===== config.mk =====
export PLATFORM = sky130hd
export DESIGN_NAME = uart_rx_top
export DESIGN_NICKNAME = d
export VERILOG_FILES = /design/src/verilog/uart_rx_pkg.sv /design/src/verilog/uart_rx_sampler.sv /design/src/verilog/rx_byte_fifo.sv /design/src/verilog/uart_rx_regs.sv /design/src/verilog/uart_rx_top.sv
export SDC_FILE = /design/constraint.sdc
export NUM_CORES = 1
export LEC_CHECK = 0
export CAP_MARGIN = 20
export CORE_UTILIZATION = 55
export CTS_CLUSTER_SIZE = 20
export DETAILED_ROUTE_END_ITERATION = 7
export DONT_BUFFER_PORTS = 1
export GPL_TIMING_DRIVEN = 0
export PLACE_DENSITY = 0.7
export SLEW_MARGIN = 20
export SYNTH_ARGS = -nofsm -noshare
export SYNTH_HDL_FRONTEND = slang
export SYNTH_SLANG_ARGS = --single-unit

===== constraint.sdc =====
create_clock -name i_clock -period 3.1 [get_ports i_clock]
set_input_delay 0.155 -clock i_clock [delete_from_list [all_inputs] [get_ports i_clock]]
set_output_delay 0.155 -clock i_clock [all_outputs]
set_load 0.05 [all_outputs]

===== src/verilog/uart_rx_pkg.sv =====
/*
 Shared definitions for the UART receive peripheral.
 Width typedefs, register map constants, signature word
 and the event and status structs.
*/

package uart_rx_pkg;

	// One received character.
	typedef logic [7:0] byte_t;

	// Read data word of the register port.
	typedef logic [31:0] bus_word_t;

	// Register address.
	typedef logic [1:0] reg_addr_t;

	// Register map.
	localparam reg_addr_t ADDR_DATA   = 2'd0;
	localparam reg_addr_t ADDR_STATUS = 2'd1;
	localparam reg_addr_t ADDR_FLUSH  = 2'd2;

	// Status word bit positions, all other bits read as zero.
	localparam int STATUS_EMPTY_BIT = 1;
	localparam int STATUS_FULL_BIT  = 2;

	// Returned by a flush read.
	localparam bus_word_t FLUSH_SIGNATURE = 32'hcafe_babe;

	// Event from the deserializer.
	typedef struct packed {
		logic  strobe;
		byte_t data;
		logic  soft_reset;
	} rx_event_t;

	// FIFO fill flags.
	typedef struct packed {
		logic empty;
		logic full;
	} fifo_status_t;

endpackage


===== src/verilog/uart_rx_sampler.sv =====
/*
 Serial 8N1 deserializer.
 Prescaled bit timing, start and stop bit checks,
 LSB first shifting and one-cycle byte events.
*/

`timescale 1ns/1ps

module uart_rx_sampler
	import uart_rx_pkg::*;
#(
	parameter int FREQUENCY = 50_000_000,
	parameter int BAUDRATE = 115_200
)(
	input  logic      i_clock,
	input  logic      i_reset,
	input  logic      i_rx,
	output rx_event_t o_event
);

	localparam int PRESCALE = FREQUENCY / (BAUDRATE * 8);
	localparam int BIT_CYCLES = PRESCALE * 8;
	localparam int COUNT_WIDTH = $clog2(BIT_CYCLES);

	typedef logic [COUNT_WIDTH-1:0] count_t;

	// Full bit period and the delay to the start bit midpoint.
	localparam count_t BIT_RELOAD = count_t'(BIT_CYCLES - 1);
	localparam count_t HALF_RELOAD = count_t'(PRESCALE * 4 - 2);

	// Bit index counts down: start check, 8 data bits, stop check.
	localparam logic [3:0] START_INDEX = 4'd10;
	localparam logic [3:0] STOP_INDEX = 4'd1;

	logic rx_q;
	count_t prescale;
	logic [3:0] bit_index;
	byte_t shift;
	logic strobe;
	logic soft_reset;

	always_ff @(posedge i_clock) begin
		if (i_reset) begin
			rx_q <= 1'b1;
			prescale <= '0;
			bit_index <= '0;
			strobe <= 1'b0;
			soft_reset <= 1'b0;
		end
		else begin
			rx_q <= i_rx;
			strobe <= 1'b0;
			soft_reset <= 1'b0;

			if (prescale != '0) begin
				prescale <= prescale - 1'b1;
			end
			else if (bit_index == START_INDEX) begin
				if (!rx_q) begin
					// Start bit still low at its midpoint.
					bit_index <= bit_index - 1'b1;
					prescale <= BIT_RELOAD;
				end
				else begin
					// Glitch, back to idle.
					bit_index <= '0;
				end
			end
			else if (bit_index > STOP_INDEX) begin
				bit_index <= bit_index - 1'b1;
				prescale <= BIT_RELOAD;
				shift <= {rx_q, shift[7:1]};
			end
			else if (bit_index == STOP_INDEX) begin
				bit_index <= '0;
				// A low stop bit drops the frame.
				if (rx_q) begin
					strobe <= 1'b1;
					soft_reset <= (shift == 8'hff);
				end
			end
			else if (!rx_q) begin
				// Falling edge, wait for the start bit midpoint.
				prescale <= HALF_RELOAD;
				bit_index <= START_INDEX;
			end
		end
	end

	// The shift register holds the byte until the next start bit.
	assign o_event = '{strobe: strobe, data: shift, soft_reset: soft_reset};

endmodule


===== src/verilog/rx_byte_fifo.sv =====
/*
 Synchronous byte FIFO.
 Circular buffer with registered read data, flush,
 and empty and full flags.
*/

`timescale 1ns/1ps

module rx_byte_fifo
	import uart_rx_pkg::*;
#(
	parameter int FIFO_DEPTH = 4
)(
	input  logic         i_clock,
	input  logic         i_reset,
	input  logic         i_flush,
	input  logic         i_write,
	input  byte_t        i_wdata,
	input  logic         i_read,
	output byte_t        o_rdata,
	output fifo_status_t o_status
);

	localparam int PTR_WIDTH = $clog2(FIFO_DEPTH);

	typedef logic [PTR_WIDTH-1:0] ptr_t;
	typedef logic [PTR_WIDTH:0] count_t;

	localparam count_t DEPTH_COUNT = count_t'(FIFO_DEPTH);

	byte_t mem [FIFO_DEPTH];
	ptr_t wr_ptr;
	ptr_t rd_ptr;
	count_t count;
	logic do_write;
	logic do_read;

	assign o_status.empty = (count == '0);
	assign o_status.full = (count == DEPTH_COUNT);

	// Full drops the write, empty ignores the read.
	assign do_write = i_write && !o_status.full;
	assign do_read = i_read && !o_status.empty;

	always_ff @(posedge i_clock) begin
		if (i_reset || i_flush) begin
			wr_ptr <= '0;
			rd_ptr <= '0;
			count <= '0;
		end
		else begin
			if (do_write) begin
				wr_ptr <= wr_ptr + 1'b1;
			end
			if (do_read) begin
				rd_ptr <= rd_ptr + 1'b1;
			end
			if (do_write && !do_read) begin
				count <= count + 1'b1;
			end
			else if (do_read && !do_write) begin
				count <= count - 1'b1;
			end
		end
	end

	// Storage and read register.
	always_ff @(posedge i_clock) begin
		if (do_write && !i_flush) begin
			mem[wr_ptr] <= i_wdata;
		end
		if (do_read) begin
			o_rdata <= mem[rd_ptr];
		end
	end

endmodule


===== src/verilog/uart_rx_regs.sv =====
/*
 Register read port control.
 FSM that decodes the address, pops the FIFO,
 builds status and signature words and issues the flush.
*/

`timescale 1ns/1ps

module uart_rx_regs
	import uart_rx_pkg::*;
(
	input  logic         i_clock,
	input  logic         i_reset,
	input  logic         i_request,
	input  reg_addr_t    i_address,
	input  fifo_status_t i_fifo_status,
	input  byte_t        i_fifo_rdata,
	output logic         o_fifo_read,
	output logic         o_fifo_flush,
	output bus_word_t    o_rdata,
	output logic         o_ready
);

	typedef enum logic [2:0] {
		ST_IDLE,
		ST_POP,
		ST_FETCH,
		ST_LOAD,
		ST_DONE
	} state_t;

	state_t state;
	bus_word_t status_word;

	// Status word from the FIFO flags.
	always_comb begin
		status_word = '0;
		status_word[STATUS_EMPTY_BIT] = i_fifo_status.empty;
		status_word[STATUS_FULL_BIT] = i_fifo_status.full;
	end

	// Pop is a single cycle, POP is never held.
	assign o_fifo_read = (state == ST_POP);

	// Word is loaded in LOAD and held in DONE.
	assign o_ready = i_request && (state == ST_LOAD || state == ST_DONE);

	always_ff @(posedge i_clock) begin
		if (i_reset) begin
			state <= ST_IDLE;
			o_fifo_flush <= 1'b0;
		end
		else begin
			o_fifo_flush <= 1'b0;

			case (state)
				ST_IDLE: begin
					if (i_request) begin
						case (i_address)
							ADDR_DATA: begin
								// Stay idle until a byte is queued.
								if (!i_fifo_status.empty) begin
									state <= ST_POP;
								end
							end
							ADDR_STATUS: begin
								o_rdata <= status_word;
								state <= ST_LOAD;
							end
							ADDR_FLUSH: begin
								o_rdata <= FLUSH_SIGNATURE;
								o_fifo_flush <= 1'b1;
								state <= ST_LOAD;
							end
							default: begin
								o_rdata <= '0;
								state <= ST_LOAD;
							end
						endcase
					end
				end
				ST_POP: begin
					// FIFO registers the head byte on this edge.
					state <= ST_FETCH;
				end
				ST_FETCH: begin
					o_rdata <= {24'b0, i_fifo_rdata};
					state <= ST_LOAD;
				end
				ST_LOAD, ST_DONE: begin
					// Hold until the requester lets go.
					state <= i_request ? ST_DONE : ST_IDLE;
				end
				default: begin
					state <= ST_IDLE;
				end
			endcase
		end
	end

endmodule


===== src/verilog/uart_rx_top.sv =====
/*
 UART receive peripheral top level.
 Connects the deserializer, byte FIFO and register control.
*/

`timescale 1ns/1ps

module uart_rx_top
	import uart_rx_pkg::*;
#(
	parameter int FREQUENCY = 50_000_000,
	parameter int BAUDRATE = 115_200,
	parameter int FIFO_DEPTH = 16
)(
	input  logic      i_clock,
	input  logic      i_reset,
	input  logic      i_request,
	input  reg_addr_t i_address,
	output bus_word_t o_rdata,
	output logic      o_ready,
	output logic      o_interrupt,
	output logic      o_soft_reset,
	input  logic      i_rx
);

	rx_event_t rx_event;
	fifo_status_t fifo_status;
	byte_t fifo_rdata;
	logic fifo_read;
	logic fifo_flush;

	uart_rx_sampler #(
		.FREQUENCY(FREQUENCY),
		.BAUDRATE(BAUDRATE)
	) u_sampler (
		.i_clock(i_clock),
		.i_reset(i_reset),
		.i_rx(i_rx),
		.o_event(rx_event)
	);

	rx_byte_fifo #(
		.FIFO_DEPTH(FIFO_DEPTH)
	) u_fifo (
		.i_clock(i_clock),
		.i_reset(i_reset),
		.i_flush(fifo_flush),
		.i_write(rx_event.strobe),
		.i_wdata(rx_event.data),
		.i_read(fifo_read),
		.o_rdata(fifo_rdata),
		.o_status(fifo_status)
	);

	uart_rx_regs u_regs (
		.i_clock(i_clock),
		.i_reset(i_reset),
		.i_request(i_request),
		.i_address(i_address),
		.i_fifo_status(fifo_status),
		.i_fifo_rdata(fifo_rdata),
		.o_fifo_read(fifo_read),
		.o_fifo_flush(fifo_flush),
		.o_rdata(o_rdata),
		.o_ready(o_ready)
	);

	// Interrupt pulses even when the FIFO drops the byte.
	assign o_interrupt = rx_event.strobe;
	assign o_soft_reset = rx_event.strobe && rx_event.soft_reset;

endmodule


==> results of run 1 <==
[worst max-delay path by stage]
| stage | start | endpoint | slack, ns | cells after the start |
|---|---|---|---|---|
| 6_report | u_sampler.strobe | u_fifo.count[3] | 0.30 | 9 |
| 5_1_grt | u_sampler.strobe | u_fifo.count[3] | 0.08 | 9 |
| 4_1_cts | u_fifo.count[0] | u_fifo.count[3] | 0.24 | 9 |
| 3_5_place_dp | u_fifo.count[0] | u_fifo.count[3] | 0.25 | 9 |
| 3_3_place_gp | u_sampler.strobe | u_fifo.mem[3][2] | 0.13 | 4 |
| 2_1_floorplan | u_fifo.count[0] | u_fifo.count[3] | 0.60 | 9 |
[critical path, cell delays in order, from the launching register on]
cell     delay (ns)
dfxtp_1        0.69
inv_1          0.15
a21oi_1        0.34
ha_1           0.24
inv_1          0.11
ha_1           0.31
a21o_1         0.18
a21oi_1        0.19
nor4_1         0.08
or3_1          0.38
[stage by stage]
step	power [uW]	util, %	setup WS (ns)
global placement	4040	58.4	0.134
floorplan	3890	-	0.600
CTS	6400	63.3	0.236
global route	6600	63.3	0.0796
finish	6370	63.3	0.296
detailed placement	4100	58.6	0.251
[sequential cells by signal, indices dropped and copies added (netlist names)]
name	flops
u_sampler.bit_index	4
u_fifo.mem	128
u_sampler.shift	8
u_regs.o_rdata	9
u_fifo.wr_ptr	4
u_fifo.rd_ptr	4
u_regs.state	3
u_fifo.o_rdata	8
u_sampler.prescale	9
u_regs.o_fifo_flush	1
u_sampler.strobe	1
u_fifo.count	5
u_sampler.rx_q	1
u_sampler.soft_reset	1
[logic make-up after synthesis]
group	synth area share [%]
adders and majority gates	2.79
buffers and inverters	4.22
xor gates and xnor gates	1.11
DFF	66.6
other	0.0475
muxes	9.66
AOI/OAI and AO/OA	6.90
and+or+nand+nor	8.66
[power by group through the flow]
stage          sequential (uW)  combinational (uW)  clock, uW
2_1_floorplan             3030                 854          0
4_1_cts                   3020                1030       2340
3_3_place_gp              3070                 977          0
6_report                  3030                1040       2310
3_5_place_dp              3080                1020          0
5_1_grt                   3040                1130       2420
[area by class of cell]
type                            instances  area, um2  share of cell area [%]
Tap cell                              180        225                    2.55
Buffer                                 43        273                    3.09
Clock inverter                         13        199                    2.25
Sequential cell                       186       5260                    59.5
Multi-Input combinational cell        266       2360                    26.8
Timing Repair Buffer                    2       20.0                   0.227
Inverter                               16       60.1                   0.680
Clock buffer                           19        433                    4.91
[metal layers]
metal	GRT usage [%]	share of wire (%)	vias up
met4	7.95	1.8	0
met3	4.73	4.7	17
met2	34.4	48	119
met5	0	0	-
li1	-	-	1971
met1	29.1	45	2074
[what timing repair did]
action                                 CTS  global route
setup endpoints to repair                0             1
hold buffers                             2             0
gates resized for setup                  0             1
endpoints found under the hold margin    4             0
[placed cells by master, fill, tap and decap left out, types with 7 or more instances in the layout]
cell type	count
edfxtp_1	153
nor2_1	40
dfxtp_1	33
mux4_2	32
buf_4	25
nand2_1	24
clkbuf_16	17
inv_1	16
a22oi_1	16
ha_1	16
a21oi_1	15
clkbuf_1	14
conb_1	8
xor2_1	7
==> impl_table.tex, run 1 <==
\begin{tabular}{lr}
\hline
Metric & Value \\
\hline
\multicolumn{2}{l}{\textbf{Drt}} \\
Violation count after the first detailed-route iteration & 349 \\
Average via count per standard cell & just under 6 \\
Number of antenna-violating nets in the routed design & 0 \\
Detailed-route wire length per cell & 20.1 um \\
Number of vias in the routed layout & 4,181 \\
DRT Pass-1 Iters & 5 \\
Detailed Route WL & 14,600 um \\
Residual DRC & 0 \\
\multicolumn{2}{l}{\textbf{Critical path}} \\
Max Fanout on Critical Path & 5 \\
Critical Path Source Type & flip-flop \\
Internal reg-to-reg setup slack & 0.30 ns \\
Startpoint of the worst register-to-register path & u\_sampler.strobe \\
Critical path type & reg -> reg \\
Critical path data arrival time & 3.11 ns \\
Terminus of the critical flop-to-flop path & u\_fifo.count[3] \\
Crit path capture type & flip-flop \\
Path depth of the worst reg2reg path & 9 \\
Worst EP required & 3.41 ns \\
\multicolumn{2}{l}{\textbf{Die}} \\
Die Y-Extent & 122 um \\
Area inside the core boundary & between 10,000 and 15,000 um2 \\
Overall die area & 14,800 um2 \\
Die span in x & around 120 um \\
Initial standard-cell utilization of the core & 56.6\% \\
Core Rows & 43 \\
Top-level port count & 41 \\
\multicolumn{2}{l}{\textbf{Synthesis}} \\
Cell taking the most area after synthesis & edfxtp\_1 \\
Proportion of synthesized chip area in sequential cells & between 60\% and 70\% \\
Proportion of synthesized flip-flops having asynchronous set or reset & 0\% \\
Post-synthesis instance total & 504 \\
Syn Std Cell Area & 7890 um2 \\
Biggest area contributors in the synthesized netlist & edfxtp\_1 58\%, mux4\_2 9.1\%, dfxtp\_1 8.4\% \\
Post-synth top cells & 153 x edfxtp\_1, 40 x nor2\_1, 33 x dfxtp\_1 \\
Most common flop cell mapped by yosys & edfxtp\_1 \\
Register bit total from synthesis & 186 \\
Most frequent cell after synthesis & edfxtp\_1 \\
Post-Syn Area per Cell & $\sim$16 um2 \\
Synth cell types & 69 \\
Share of the synthesized area in the top cell type & roughly 58\% \\
Syn. warnings & 0 \\
EDFF count, synth & between 150 and 200 \\
\multicolumn{2}{l}{\textbf{Place}} \\
Count of input and output buffers & 0 \\
Sum of net half-perimeters after detailed placement & 9700 um \\
GP Congestion & 0.858 \\
Placed cell area & approximately 8200 um2 \\
Cell Count Post-Placement & 691 \\
\multicolumn{2}{l}{\textbf{Clock network}} \\
Post-CTS setup repair buffer count & 0 \\
Clock root buffer master & clkbuf\_16 \\
Clk\_lat worst skew & 0.43 ns \\
H-tree depth reported by CTS & 4 \\
Bufs on Longest Clock Path & 2 \\
Clock buffer count from CTS & 17 \\
TritonCTS sink count & between 150 and 200 \\
Clock tree from TritonCTS & done \\
Post-CTS clock slew at the launch and capture registers of the worst setup and hold paths & roughly 0.060 ns \\
\multicolumn{2}{l}{\textbf{Final layout}} \\
Final instance area & around 8800 um2 \\
Proportion of layout cells with a drive suffix above 1 & 20.6\% \\
Number of diodes added for antenna fixing & 0 \\
\# fillers & 974 \\
Count of non-filler cells in the finished layout & 725 \\
Synthesis-to-finish area growth & 11.9\% \\
Final net count & around 560 \\
\multicolumn{2}{l}{\textbf{Run status}} \\
Outcome & completed \\
\multicolumn{2}{l}{\textbf{STA}} \\
Accumulated negative setup slack & 0 ns \\
Post-layout minimum cycle time & about 2.8 ns \\
Max-slew violations & 0 \\
RSZ-0062 raised after global routing & false \\
Worst-case hold slack & 0.0922 ns \\
Hold violation count in the final report & 0 \\
Crit share post-route & 90.5\% \\
Worst slew margin & 38.2\% \\
Setup-violating endpoint count in the final report & 0 \\
Fin Clk Skew & 0.00739 ns \\
Achievable frequency & 0.357 GHz \\
Worst Max-Slew Pin Slew & 0.925 ns \\
\multicolumn{2}{l}{\textbf{Worst hold path}} \\
Min-delay worst type & in -> reg \\
Hold\_sp & i\_address[1] \\
End of the worst hold path & u\_regs.o\_fifo\_flush \\
Min-Delay Path Depth & 3 \\
\multicolumn{2}{l}{\textbf{GRT}} \\
Initial antenna violation count & 0 \\
Vias in the first global route & 4,194 \\
Overall global routing resource usage & between 20\% and 30\% \\
Maximum number of pins on one net before global-route repair & 19 \\
Global-route wire length before repair & 23,100 um \\
Total grt overflow & 0 \\
\multicolumn{2}{l}{\textbf{Power and ir drop}} \\
Static power due to leakage & 0.00301 uW \\
Total internal power & between 4000 and 5000 uW \\
Peak supply drop & 0.617 mV \\
Portion of total power attributed to the clock network & 36.3\% \\
Sw power & 1680 uW \\
Power density over the cells & about 720 nW/um2 \\
Switch share & 26.4\% \\
Proportion of power drawn by flip-flops and latches & 47.5\% \\
Logic gate share of total power & 16.3\% \\
\multicolumn{2}{l}{\textbf{Flow run}} \\
Number of maximum-capacitance violations & 0 \\
\hline
\end{tabular}
(Power assumes the default switching activity.)
==> inputs of run 2 (changes only) <==
ABC_AREA = 1   (was not set)
==> run 2 against run 1 <==
Non-clock buffer count is 8 higher. Register-to-register slack improved by 0.29 ns. Setup slack better by 0.29 ns. Global-route usage increased by 3.1 points. Clock skew hardly changed. Combinational power up 11%. Critical endpoint is now u_fifo.mem[8][3]. Largest cell class unchanged. Highest routed layer unchanged.
==> impl_table.tex, run 2 <==
\begin{tabular}{lr}
\hline
Metric & Value \\
\hline
\multicolumn{2}{l}{\textbf{Die}} \\
Core Rows & 44 (was 43) \\
Overall die area & 15,400 um2 (was 14,800 um2) \\
Top-level port count & 41 (unchanged) \\
Area inside the core boundary & 14,500 um2 (was 13,900 um2) \\
Initial standard-cell utilization of the core & 56.4\% (was 56.6\%) \\
Die span in x & 124 um (was 122 um) \\
Die Y-Extent & 124 um (was 122 um) \\
\multicolumn{2}{l}{\textbf{Drt}} \\
Detailed Route WL & 17,800 um (was 14,600 um) \\
Number of vias in the routed layout & 5,595 (was 4,181) \\
Highest routed metal layer & met4 (unchanged) \\
Wl on met1 & 7270 um (was 6590 um) \\
Met2 routed WL & 8660 um (was 7030 um) \\
Detailed route wirelength on metal3 & 1250 um (was 692 um) \\
Average via count per standard cell & 5.63 (was 5.77) \\
DRT Pass-1 Iters & 5 (unchanged) \\
Residual DRC & 0 (unchanged) \\
Detailed-route wire length per cell & 18.0 um (was 20.1 um) \\
Number of antenna-violating nets in the routed design & 0 (unchanged) \\
Violation count after the first detailed-route iteration & 615 (was 349) \\
\multicolumn{2}{l}{\textbf{Critical path}} \\
Critical Path, Cell by Cell & nand2\_1 > nor2\_1 > nand2\_1 > nor2\_1 (was inv\_1 > a21oi\_1 > ha\_1 > inv\_1 > ha\_1 > a21o\_1 > a21oi\_1 > nor4\_1 > or3\_1) \\
Critical path type & reg -> reg (unchanged) \\
Worst EP required & 3.16 ns (was 3.41 ns) \\
Startpoint of the worst register-to-register path & u\_sampler.strobe (unchanged) \\
Internal reg-to-reg setup slack & 0.59 ns (was 0.30 ns) \\
Path depth of the worst reg2reg path & 4 (was 9) \\
Terminus of the critical flop-to-flop path & u\_fifo.mem[8][3] (was u\_fifo.count[3]) \\
Max Fanout on Critical Path & 8 (was 5) \\
Critical Path Source Type & flip-flop (unchanged) \\
Critical path data arrival time & 2.58 ns (was 3.11 ns) \\
Stage delay of the slowest cell on the critical path & 0.68 ns (was 0.69 ns) \\
Worst-path cell with the longest stage delay & dfxtp\_1 (unchanged) \\
Crit path capture type & flip-flop (unchanged) \\
\multicolumn{2}{l}{\textbf{GRT}} \\
Initial antenna violation count & 0 (unchanged) \\
Vias in the first global route & 5,180 (was 4,194) \\
Global-route wire length before repair & 27,400 um (was 23,100 um) \\
Overall global routing resource usage & 24.7\% (was 21.6\%) \\
Total grt overflow & 0 (unchanged) \\
Maximum number of pins on one net before global-route repair & 19 (unchanged) \\
\multicolumn{2}{l}{\textbf{Synthesis}} \\
Register bit total from synthesis & 186 (unchanged) \\
Cell taking the most area after synthesis & edfxtp\_1 (unchanged) \\
Biggest area contributors in the synthesized netlist & edfxtp\_1 56\%, dfxtp\_1 8.1\%, nor2\_1 5.4\% (was edfxtp\_1 58\%, mux4\_2 9.1\%, dfxtp\_1 8.4\%) \\
Proportion of synthesized chip area in sequential cells & 64.1\% (was 66.6\%) \\
Proportion of synthesized flip-flops having asynchronous set or reset & 0\% (unchanged) \\
Post-synth top cells & 153 x edfxtp\_1, 118 x nor2\_1, 87 x nand2\_1 (was 153 x edfxtp\_1, 40 x nor2\_1, 33 x dfxtp\_1) \\
Most common flop cell mapped by yosys & edfxtp\_1 (unchanged) \\
Most frequent cell after synthesis & edfxtp\_1 (unchanged) \\
Post-synthesis instance total & 769 (was 504) \\
Share of the synthesized area in the top cell type & 56.0\% (was 58.2\%) \\
Post-Syn Area per Cell & 10.7 um2 (was 15.7 um2) \\
Synth cell types & 35 (was 69) \\
Syn Std Cell Area & 8200 um2 (was 7890 um2) \\
EDFF count, synth & 153 (unchanged) \\
Syn. warnings & 0 (unchanged) \\
\multicolumn{2}{l}{\textbf{Final layout}} \\
\# fillers & 1,142 (was 974) \\
Area of combinational cells with multiple inputs & 2400 um2 (was 2360 um2) \\
Commonest non-fill, non-tap cell in the layout & edfxtp\_1 (unchanged) \\
Flip-flop count of the largest register, all copies and words added & 128 (unchanged) \\
Number of diodes added for antenna fixing & 0 (unchanged) \\
Proportion of layout cells with a drive suffix above 1 & 12.7\% (was 20.6\%) \\
Area occupied by registers & 5260 um2 (unchanged) \\
Top register by number of flip-flops & u\_fifo.mem (unchanged) \\
Leading registers by flop count & u\_fifo.mem (128), u\_regs.o\_rdata (9), u\_sampler.prescale (9) (unchanged) \\
Commonest cells after routing, fill and taps aside & 153 x edfxtp\_1, 118 x nor2\_1, 87 x nand2\_1 (was 153 x edfxtp\_1, 40 x nor2\_1, 33 x dfxtp\_1) \\
Final net count & 820 (was 555) \\
Synthesis-to-finish area growth & 11.5\% (was 11.9\%) \\
\multicolumn{2}{l}{\textbf{Place}} \\
GP Congestion & 0.875 (was 0.858) \\
Sum of net half-perimeters after detailed placement & 12,300 um (was 9700 um) \\
Count of input and output buffers & 0 (unchanged) \\
Minimum setup slack after placement & 0.381 ns (was 0.251 ns) \\
\multicolumn{2}{l}{\textbf{Flow run}} \\
Number of maximum-capacitance violations & 0 (unchanged) \\
\multicolumn{2}{l}{\textbf{STA}} \\
RSZ-0062 raised after global routing & false (unchanged) \\
Fin Clk Skew & 0.00777 ns (was 0.00739 ns) \\
Setup-violating endpoint count in the final report & 0 (unchanged) \\
Accumulated negative setup slack & 0 ns (unchanged) \\
Worst Max-Slew Pin Slew & 0.867 ns (was 0.925 ns) \\
Achievable frequency & 0.398 GHz (was 0.357 GHz) \\
Hold violation count in the final report & 0 (unchanged) \\
Worst-case hold slack & 0.104 ns (was 0.0922 ns) \\
Post-layout minimum cycle time & 2.51 ns (was 2.80 ns) \\
Crit share post-route & 81.1\% (was 90.5\%) \\
Worst slew margin & 41.9\% (was 38.2\%) \\
Max-slew violations & 0 (unchanged) \\
Least setup slack across all paths after layout & 0.587 ns (was 0.296 ns) \\
\multicolumn{2}{l}{\textbf{Clock network}} \\
Post-CTS clock slew at the launch and capture registers of the worst setup and hold paths & 0.07 ns (was 0.06 ns) \\
Bufs on Longest Clock Path & 2 (unchanged) \\
Clock root buffer master & clkbuf\_16 (unchanged) \\
H-tree depth reported by CTS & 4 (unchanged) \\
Clock buffer count from CTS & 17 (unchanged) \\
Clock tree from TritonCTS & done (unchanged) \\
Number of cells upsized or downsized after cts & 0 (unchanged) \\
TritonCTS sink count & 186 (unchanged) \\
Clk\_lat worst skew & 0.44 ns (was 0.43 ns) \\
\multicolumn{2}{l}{\textbf{Run status}} \\
Outcome & completed (unchanged) \\
\multicolumn{2}{l}{\textbf{Power and ir drop}} \\
Peak supply drop & 0.380 mV (was 0.617 mV) \\
Static power due to leakage & 0.00345 uW (was 0.00301 uW) \\
Power density over the cells & 704 nW/um2 (was 722 nW/um2) \\
\multicolumn{2}{l}{\textbf{Worst hold path}} \\
Min-Delay Path Depth & 3 (unchanged) \\
Min-delay worst type & in -> reg (unchanged) \\
End of the worst hold path & u\_regs.o\_fifo\_flush (unchanged) \\
Hold\_sp & i\_address[1] (unchanged) \\
\hline
\end{tabular}
[run 2: changes by cell type in the layout (fill, tap and decap cells not counted), sizes merged, moves of 12 or more]
cell / before / now
nor2: 41 / 126
o21ai: 8 / 82
nand2: 25 / 92
inv: 17 / 75
nand3: 6 / 43
mux4: 32 / 0
o211ai: 4 / 32
a21oi: 15 / 32
a22oi: 16 / 0
buf: 31 / 43
[run 2: how the worst max path moves through the flow]
stage | from | end | slack, ns | cells after the start
6_report | u_sampler.strobe | u_fifo.mem[8][3] | 0.59 | 4
5_1_grt | u_fifo.count[1] | u_fifo.count[3] | 0.39 | 13
4_1_cts | u_sampler.strobe | u_fifo.mem[7][5] | 0.34 | 4
3_5_place_dp | u_sampler.strobe | u_fifo.mem[7][4] | 0.38 | 4
3_3_place_gp | u_sampler.strobe | u_fifo.mem[15][5] | 0.38 | 4
2_1_floorplan | u_sampler.strobe | u_fifo.mem[15][0] | 0.92 | 4
[run 2: cell type report]
class / count / area share [%]
Clock inverter: 12 / 2.16
Clock buffer: 19 / 4.74
Sequential cell: 186 / 57.5
Tap cell: 184 / 2.52
Buffer: 51 / 3.46
Multi-Input combinational cell: 462 / 26.2
Inverter: 77 / 3.18
Timing Repair Buffer: 2 / 0.219
[run 2: worst max-delay path: cells and delay by family (launching register included)]
family        cells  cell delay, ns
flops             1            0.68
simple gates      4            1.46
[run 2: per-stage QoR]
| step | utilization, % | instances | total power, uW | instance area [um2] |
|---|---|---|---|---|
| 2_1_floorplan | - | 776 | 3910 | 8230 |
| 6_report | 62.9 | 993 | 6440 | 9140 |
| 4_1_cts | 62.8 | 993 | 6450 | 9130 |
| 5_1_grt | 62.9 | 993 | 6710 | 9140 |
| 3_5_place_dp | 58.3 | 960 | 4160 | 8480 |
| 3_3_place_gp | 58.2 | 960 | 4090 | 8460 |
[run 2: metal layers]
metal  up-vias  GRT usage [%]
met3        42           4.99
li1       2665              -
met1      2660           32.1
met2       228           38.8
met4         0           13.4
met5         -              0
[run 2: repair_timing]
item,CTS,global route
hold buffers,2,0
buffers inserted,0,0
hold endpoints to repair,3,0
[run 2: logic make-up (layout without fill, tap and decap cells)]
family | count (synthesis) | count (layout) | synth area share (%)
other | 1 | 8 | 0.0457
AO/OA/AOI/OAI | 147 | 147 | 10.0
flip-flops | 186 | 186 | 64.1
adder cells (fa/ha/maj) | 17 | 17 | 2.69
XOR/XNOR | 8 | 8 | 0.854
AND/OR/NAND/NOR | 282 | 282 | 14.9
buffers and inverters | 128 | 161 | 7.40
[run 2: power breakdown]
group / internal (uW) / total (uW) / switching [uW]
Sequential: 2810 / 2960 / 155
Clock: 1420 / 2320 / 900
Combinational: 373 / 1150 / 779
==> inputs of run 3 (changes only) <==
ABC_AREA = 0   (was 1)
PLACE_DENSITY = 0.73   (was 0.7)
clock period = 2.3 ns   (was 3.1 ns; I/O delays follow)
==> run 3 against run 2 <==
The run now ends with negative setup slack left. Highest routed layer unchanged. Total power rose by 26%. Via count down 23%. Combinational power increased by 26%. Global-route usage fell by 3.4 points. Cell count down 27%. Sequential share of layout area is 1.7 points higher. Clock power increased by 12%. Critical endpoint is now u_fifo.count[4].
==> impl_table.tex, run 3 (synthesized netlist as in run 1, its figures left out) <==
\begin{tabular}{lr}
\hline
Metric & Value \\
\hline
\multicolumn{2}{l}{\textbf{GRT}} \\
Overall global routing resource usage & 21.3\% (was 24.7\%) \\
Maximum number of pins on one net before global-route repair & 19 (unchanged) \\
Vias in the first global route & 4,070 (was 5,180) \\
Initial antenna violation count & 0 (unchanged) \\
Total grt overflow & 0 (unchanged) \\
Global-route wire length before repair & 22,700 um (was 27,400 um) \\
\multicolumn{2}{l}{\textbf{Drt}} \\
Average via count per standard cell & 5.90 (was 5.63) \\
Detailed-route wire length per cell & 20.2 um (was 18.0 um) \\
Number of antenna-violating nets in the routed design & 0 (unchanged) \\
Detailed Route WL & 14,700 um (was 17,800 um) \\
Violation count after the first detailed-route iteration & 311 (was 615) \\
Residual DRC & 0 (unchanged) \\
Number of vias in the routed layout & 4,302 (was 5,595) \\
DRT Pass-1 Iters & 5 (unchanged) \\
\multicolumn{2}{l}{\textbf{Critical path}} \\
Stage delay of the slowest cell on the critical path & 0.57 ns (was 0.68 ns) \\
Max Fanout on Critical Path & 5 (was 8) \\
Terminus of the critical flop-to-flop path & u\_fifo.count[4] (was u\_fifo.mem[8][3]) \\
Worst EP required & 2.67 ns (was 3.16 ns) \\
Startpoint of the worst register-to-register path & u\_fifo.count[3] (was u\_sampler.strobe) \\
Critical Path Source Type & flip-flop (unchanged) \\
Critical Path, Cell by Cell & or4\_4 > o21ai\_4 > ha\_4 > inv\_8 > ha\_4 > nand3\_2 > a211o\_1 > a211oi\_2 > a31o\_1 (was nand2\_1 > nor2\_1 > nand2\_1 > nor2\_1) \\
Crit path capture type & flip-flop (unchanged) \\
Internal reg-to-reg setup slack & -0.14 ns (was 0.59 ns) \\
Critical path data arrival time & 2.80 ns (was 2.58 ns) \\
Dominant cell type by count on the critical path & ha\_4 \\
Worst-path cell with the longest stage delay & or4\_4 (was dfxtp\_1) \\
Count of buffer and inverter cells on the critical path & 1 (was 0) \\
Path depth of the worst reg2reg path & 9 (was 4) \\
Cell family contributing the most delay on the critical path & compound AO/OA/AOI/OAI gates (was simple AND/OR/NAND/NOR gates) \\
Critical path type & reg -> reg (unchanged) \\
\multicolumn{2}{l}{\textbf{Die}} \\
Area inside the core boundary & 13,900 um2 (was 14,500 um2) \\
Initial standard-cell utilization of the core & 56.6\% (was 56.4\%) \\
Top-level port count & 41 (unchanged) \\
Core Rows & 43 (was 44) \\
Die span in x & 122 um (was 124 um) \\
Overall die area & 14,800 um2 (was 15,400 um2) \\
Die Y-Extent & 122 um (was 124 um) \\
\multicolumn{2}{l}{\textbf{Place}} \\
Count of input and output buffers & 0 (unchanged) \\
Minimum setup slack after placement & -0.535 ns (was 0.381 ns) \\
GP Congestion & 0.897 (was 0.875) \\
Sum of net half-perimeters after detailed placement & 9810 um (was 12,300 um) \\
\multicolumn{2}{l}{\textbf{STA}} \\
Worst Max-Slew Pin Slew & 0.923 ns (was 0.867 ns) \\
RSZ-0062 raised after global routing & true (was false) \\
Crit share post-route & 106\% (was 81.1\%) \\
Fin Clk Skew & 0.00620 ns (was 0.00777 ns) \\
Max-slew violations & 0 (unchanged) \\
Post-layout minimum cycle time & 2.44 ns (was 2.51 ns) \\
Least setup slack across all paths after layout & -0.139 ns (was 0.587 ns) \\
Worst slew margin & 38.3\% (was 41.9\%) \\
Achievable frequency & 0.410 GHz (was 0.398 GHz) \\
Setup-violating endpoint count in the final report & 66 (was 0) \\
Hold violation count in the final report & 0 (unchanged) \\
\multicolumn{2}{l}{\textbf{Clock network}} \\
Clock root buffer master & clkbuf\_16 (unchanged) \\
Clk\_lat worst skew & 0.42 ns (was 0.44 ns) \\
Post-CTS clock slew at the launch and capture registers of the worst setup and hold paths & 0.06 ns (was 0.07 ns) \\
TritonCTS sink count & 186 (unchanged) \\
Bufs on Longest Clock Path & 2 (unchanged) \\
H-tree depth reported by CTS & 4 (unchanged) \\
Clock tree from TritonCTS & done (unchanged) \\
Clock buffer count from CTS & 17 (unchanged) \\
\multicolumn{2}{l}{\textbf{Run status}} \\
Outcome & complete, but fails checks (was completed) \\
Violated checks & negative setup slack \\
\multicolumn{2}{l}{\textbf{Final layout}} \\
Final net count & 561 (was 820) \\
Commonest non-fill, non-tap cell in the layout & edfxtp\_1 (unchanged) \\
Number of diodes added for antenna fixing & 0 (unchanged) \\
Core utilization of the finished layout & 63.8\% (was 62.9\%) \\
Synthesis-to-finish area growth & 12.7\% (was 11.5\%) \\
Leading registers by flop count & u\_fifo.mem (128), u\_regs.o\_rdata (9), u\_sampler.prescale (9) (unchanged) \\
Area of combinational cells with multiple inputs & 2470 um2 (was 2400 um2) \\
Top register by number of flip-flops & u\_fifo.mem (unchanged) \\
Area occupied by registers & 5270 um2 (was 5260 um2) \\
\# fillers & 980 (was 1,142) \\
Proportion of layout cells with a drive suffix above 1 & 25.0\% (was 12.7\%) \\
Flip-flop count of the largest register, all copies and words added & 128 (unchanged) \\
Commonest cells after routing, fill and taps aside & 153 x edfxtp\_1, 32 x nor2\_1, 32 x mux4\_2 (was 153 x edfxtp\_1, 118 x nor2\_1, 87 x nand2\_1) \\
\multicolumn{2}{l}{\textbf{Worst hold path}} \\
End of the worst hold path & u\_regs.o\_fifo\_flush (unchanged) \\
Min-delay worst type & in -> reg (unchanged) \\
Hold\_sp & i\_address[1] (unchanged) \\
Min-Delay Path Depth & 3 (unchanged) \\
\multicolumn{2}{l}{\textbf{Flow run}} \\
Number of maximum-capacitance violations & 0 (unchanged) \\
\multicolumn{2}{l}{\textbf{Power and ir drop}} \\
Final total power & 8130 uW (was 6440 uW) \\
Power density over the cells & 914 nW/um2 (was 704 nW/um2) \\
Static power due to leakage & 0.00300 uW (was 0.00345 uW) \\
Peak supply drop & 0.744 mV (was 0.380 mV) \\
\hline
\end{tabular}
==> run 3: cell count changes in the layout (fill, tap and decap cells not counted), sizes merged, moves of 16 or more <==
cell / change
o211ai: -28
nand3: -37
o21ai: -74
mux4: +32
inv: -59
a21oi: -17
a22oi: +16
nor2: -85
nand2: -67
==> run 3: per-layer routing <==
metal	part of all wire, %	wire, um	track usage (%)	up-vias
met5	0	0	0	-
met4	1.8	266	8.41	0
met3	5.0	732	4.45	17
met2	49	7270	33.8	147
met1	44	6460	28.9	2164
li1	-	-	-	1974
==> run 3: tightest hold or removal path, delay by kind of cell <==
kind,cells,cell delay [ns]
AND/OR/NAND/NOR,2,0.12
adder cells (fa/ha/maj),1,0.20
==> run 3: how the worst max path moves through the flow <==
| stage | to | slack, ns | startpoint | cells past startpoint |
|---|---|---|---|---|
| global placement | u_fifo.mem[3][2] | -0.54 | u_sampler.strobe | 4 |
| detailed placement | u_fifo.mem[0][5] | -0.54 | u_sampler.strobe | 4 |
| floorplan | u_fifo.count[4] | -0.07 | u_fifo.count[3] | 9 |
| finish | u_fifo.count[4] | -0.14 | u_fifo.count[3] | 9 |
| CTS | u_fifo.mem[15][3] | -0.11 | u_sampler.strobe | 4 |
| global route | u_fifo.mem[5][3] | -0.24 | u_sampler.strobe | 4 |
==> run 3: per-stage QoR <==
step | hold slack (ns) | setup TNS, ns | area, um2 | instances
after detailed placement | 0.221 | -36.59 | 8220 | 691
after CTS | 0.0447 | -5.41 | 8820 | 725
after global placement | 0.220 | -40.83 | 8200 | 691
after floorplan | 0.219 | -0.143 | 7980 | 511
after global routing | 0.0748 | -12.42 | 8890 | 729
final | 0.0543 | -4.33 | 8890 | 729
==> run 3: area by class of cell <==
class	count	area share, %
multi-input cells	266	27.8
well taps	180	2.53
clock inverters	10	0.900
repair buffers	8	0.872
inverters	16	0.760
plain buffers	43	3.07
clock buffers	20	4.91
flip-flops and latches	186	59.2
==> run 3: timing repair <==
action,4_1_cts,5_1_grt
endpoints found under the setup margin,140,107
pin swaps,4,10
endpoints found under the hold margin,4,0
setup buffers,2,4
gates resized for setup,15,8
hold buffers,2,0
==> run 3: where the power goes <==
| group | internal, uW | switching (uW) | total (uW) |
|---|---|---|---|
| logic | 638 | 811 | 1450 |
| clock network | 1460 | 1140 | 2600 |
| registers | 3810 | 274 | 4080 |
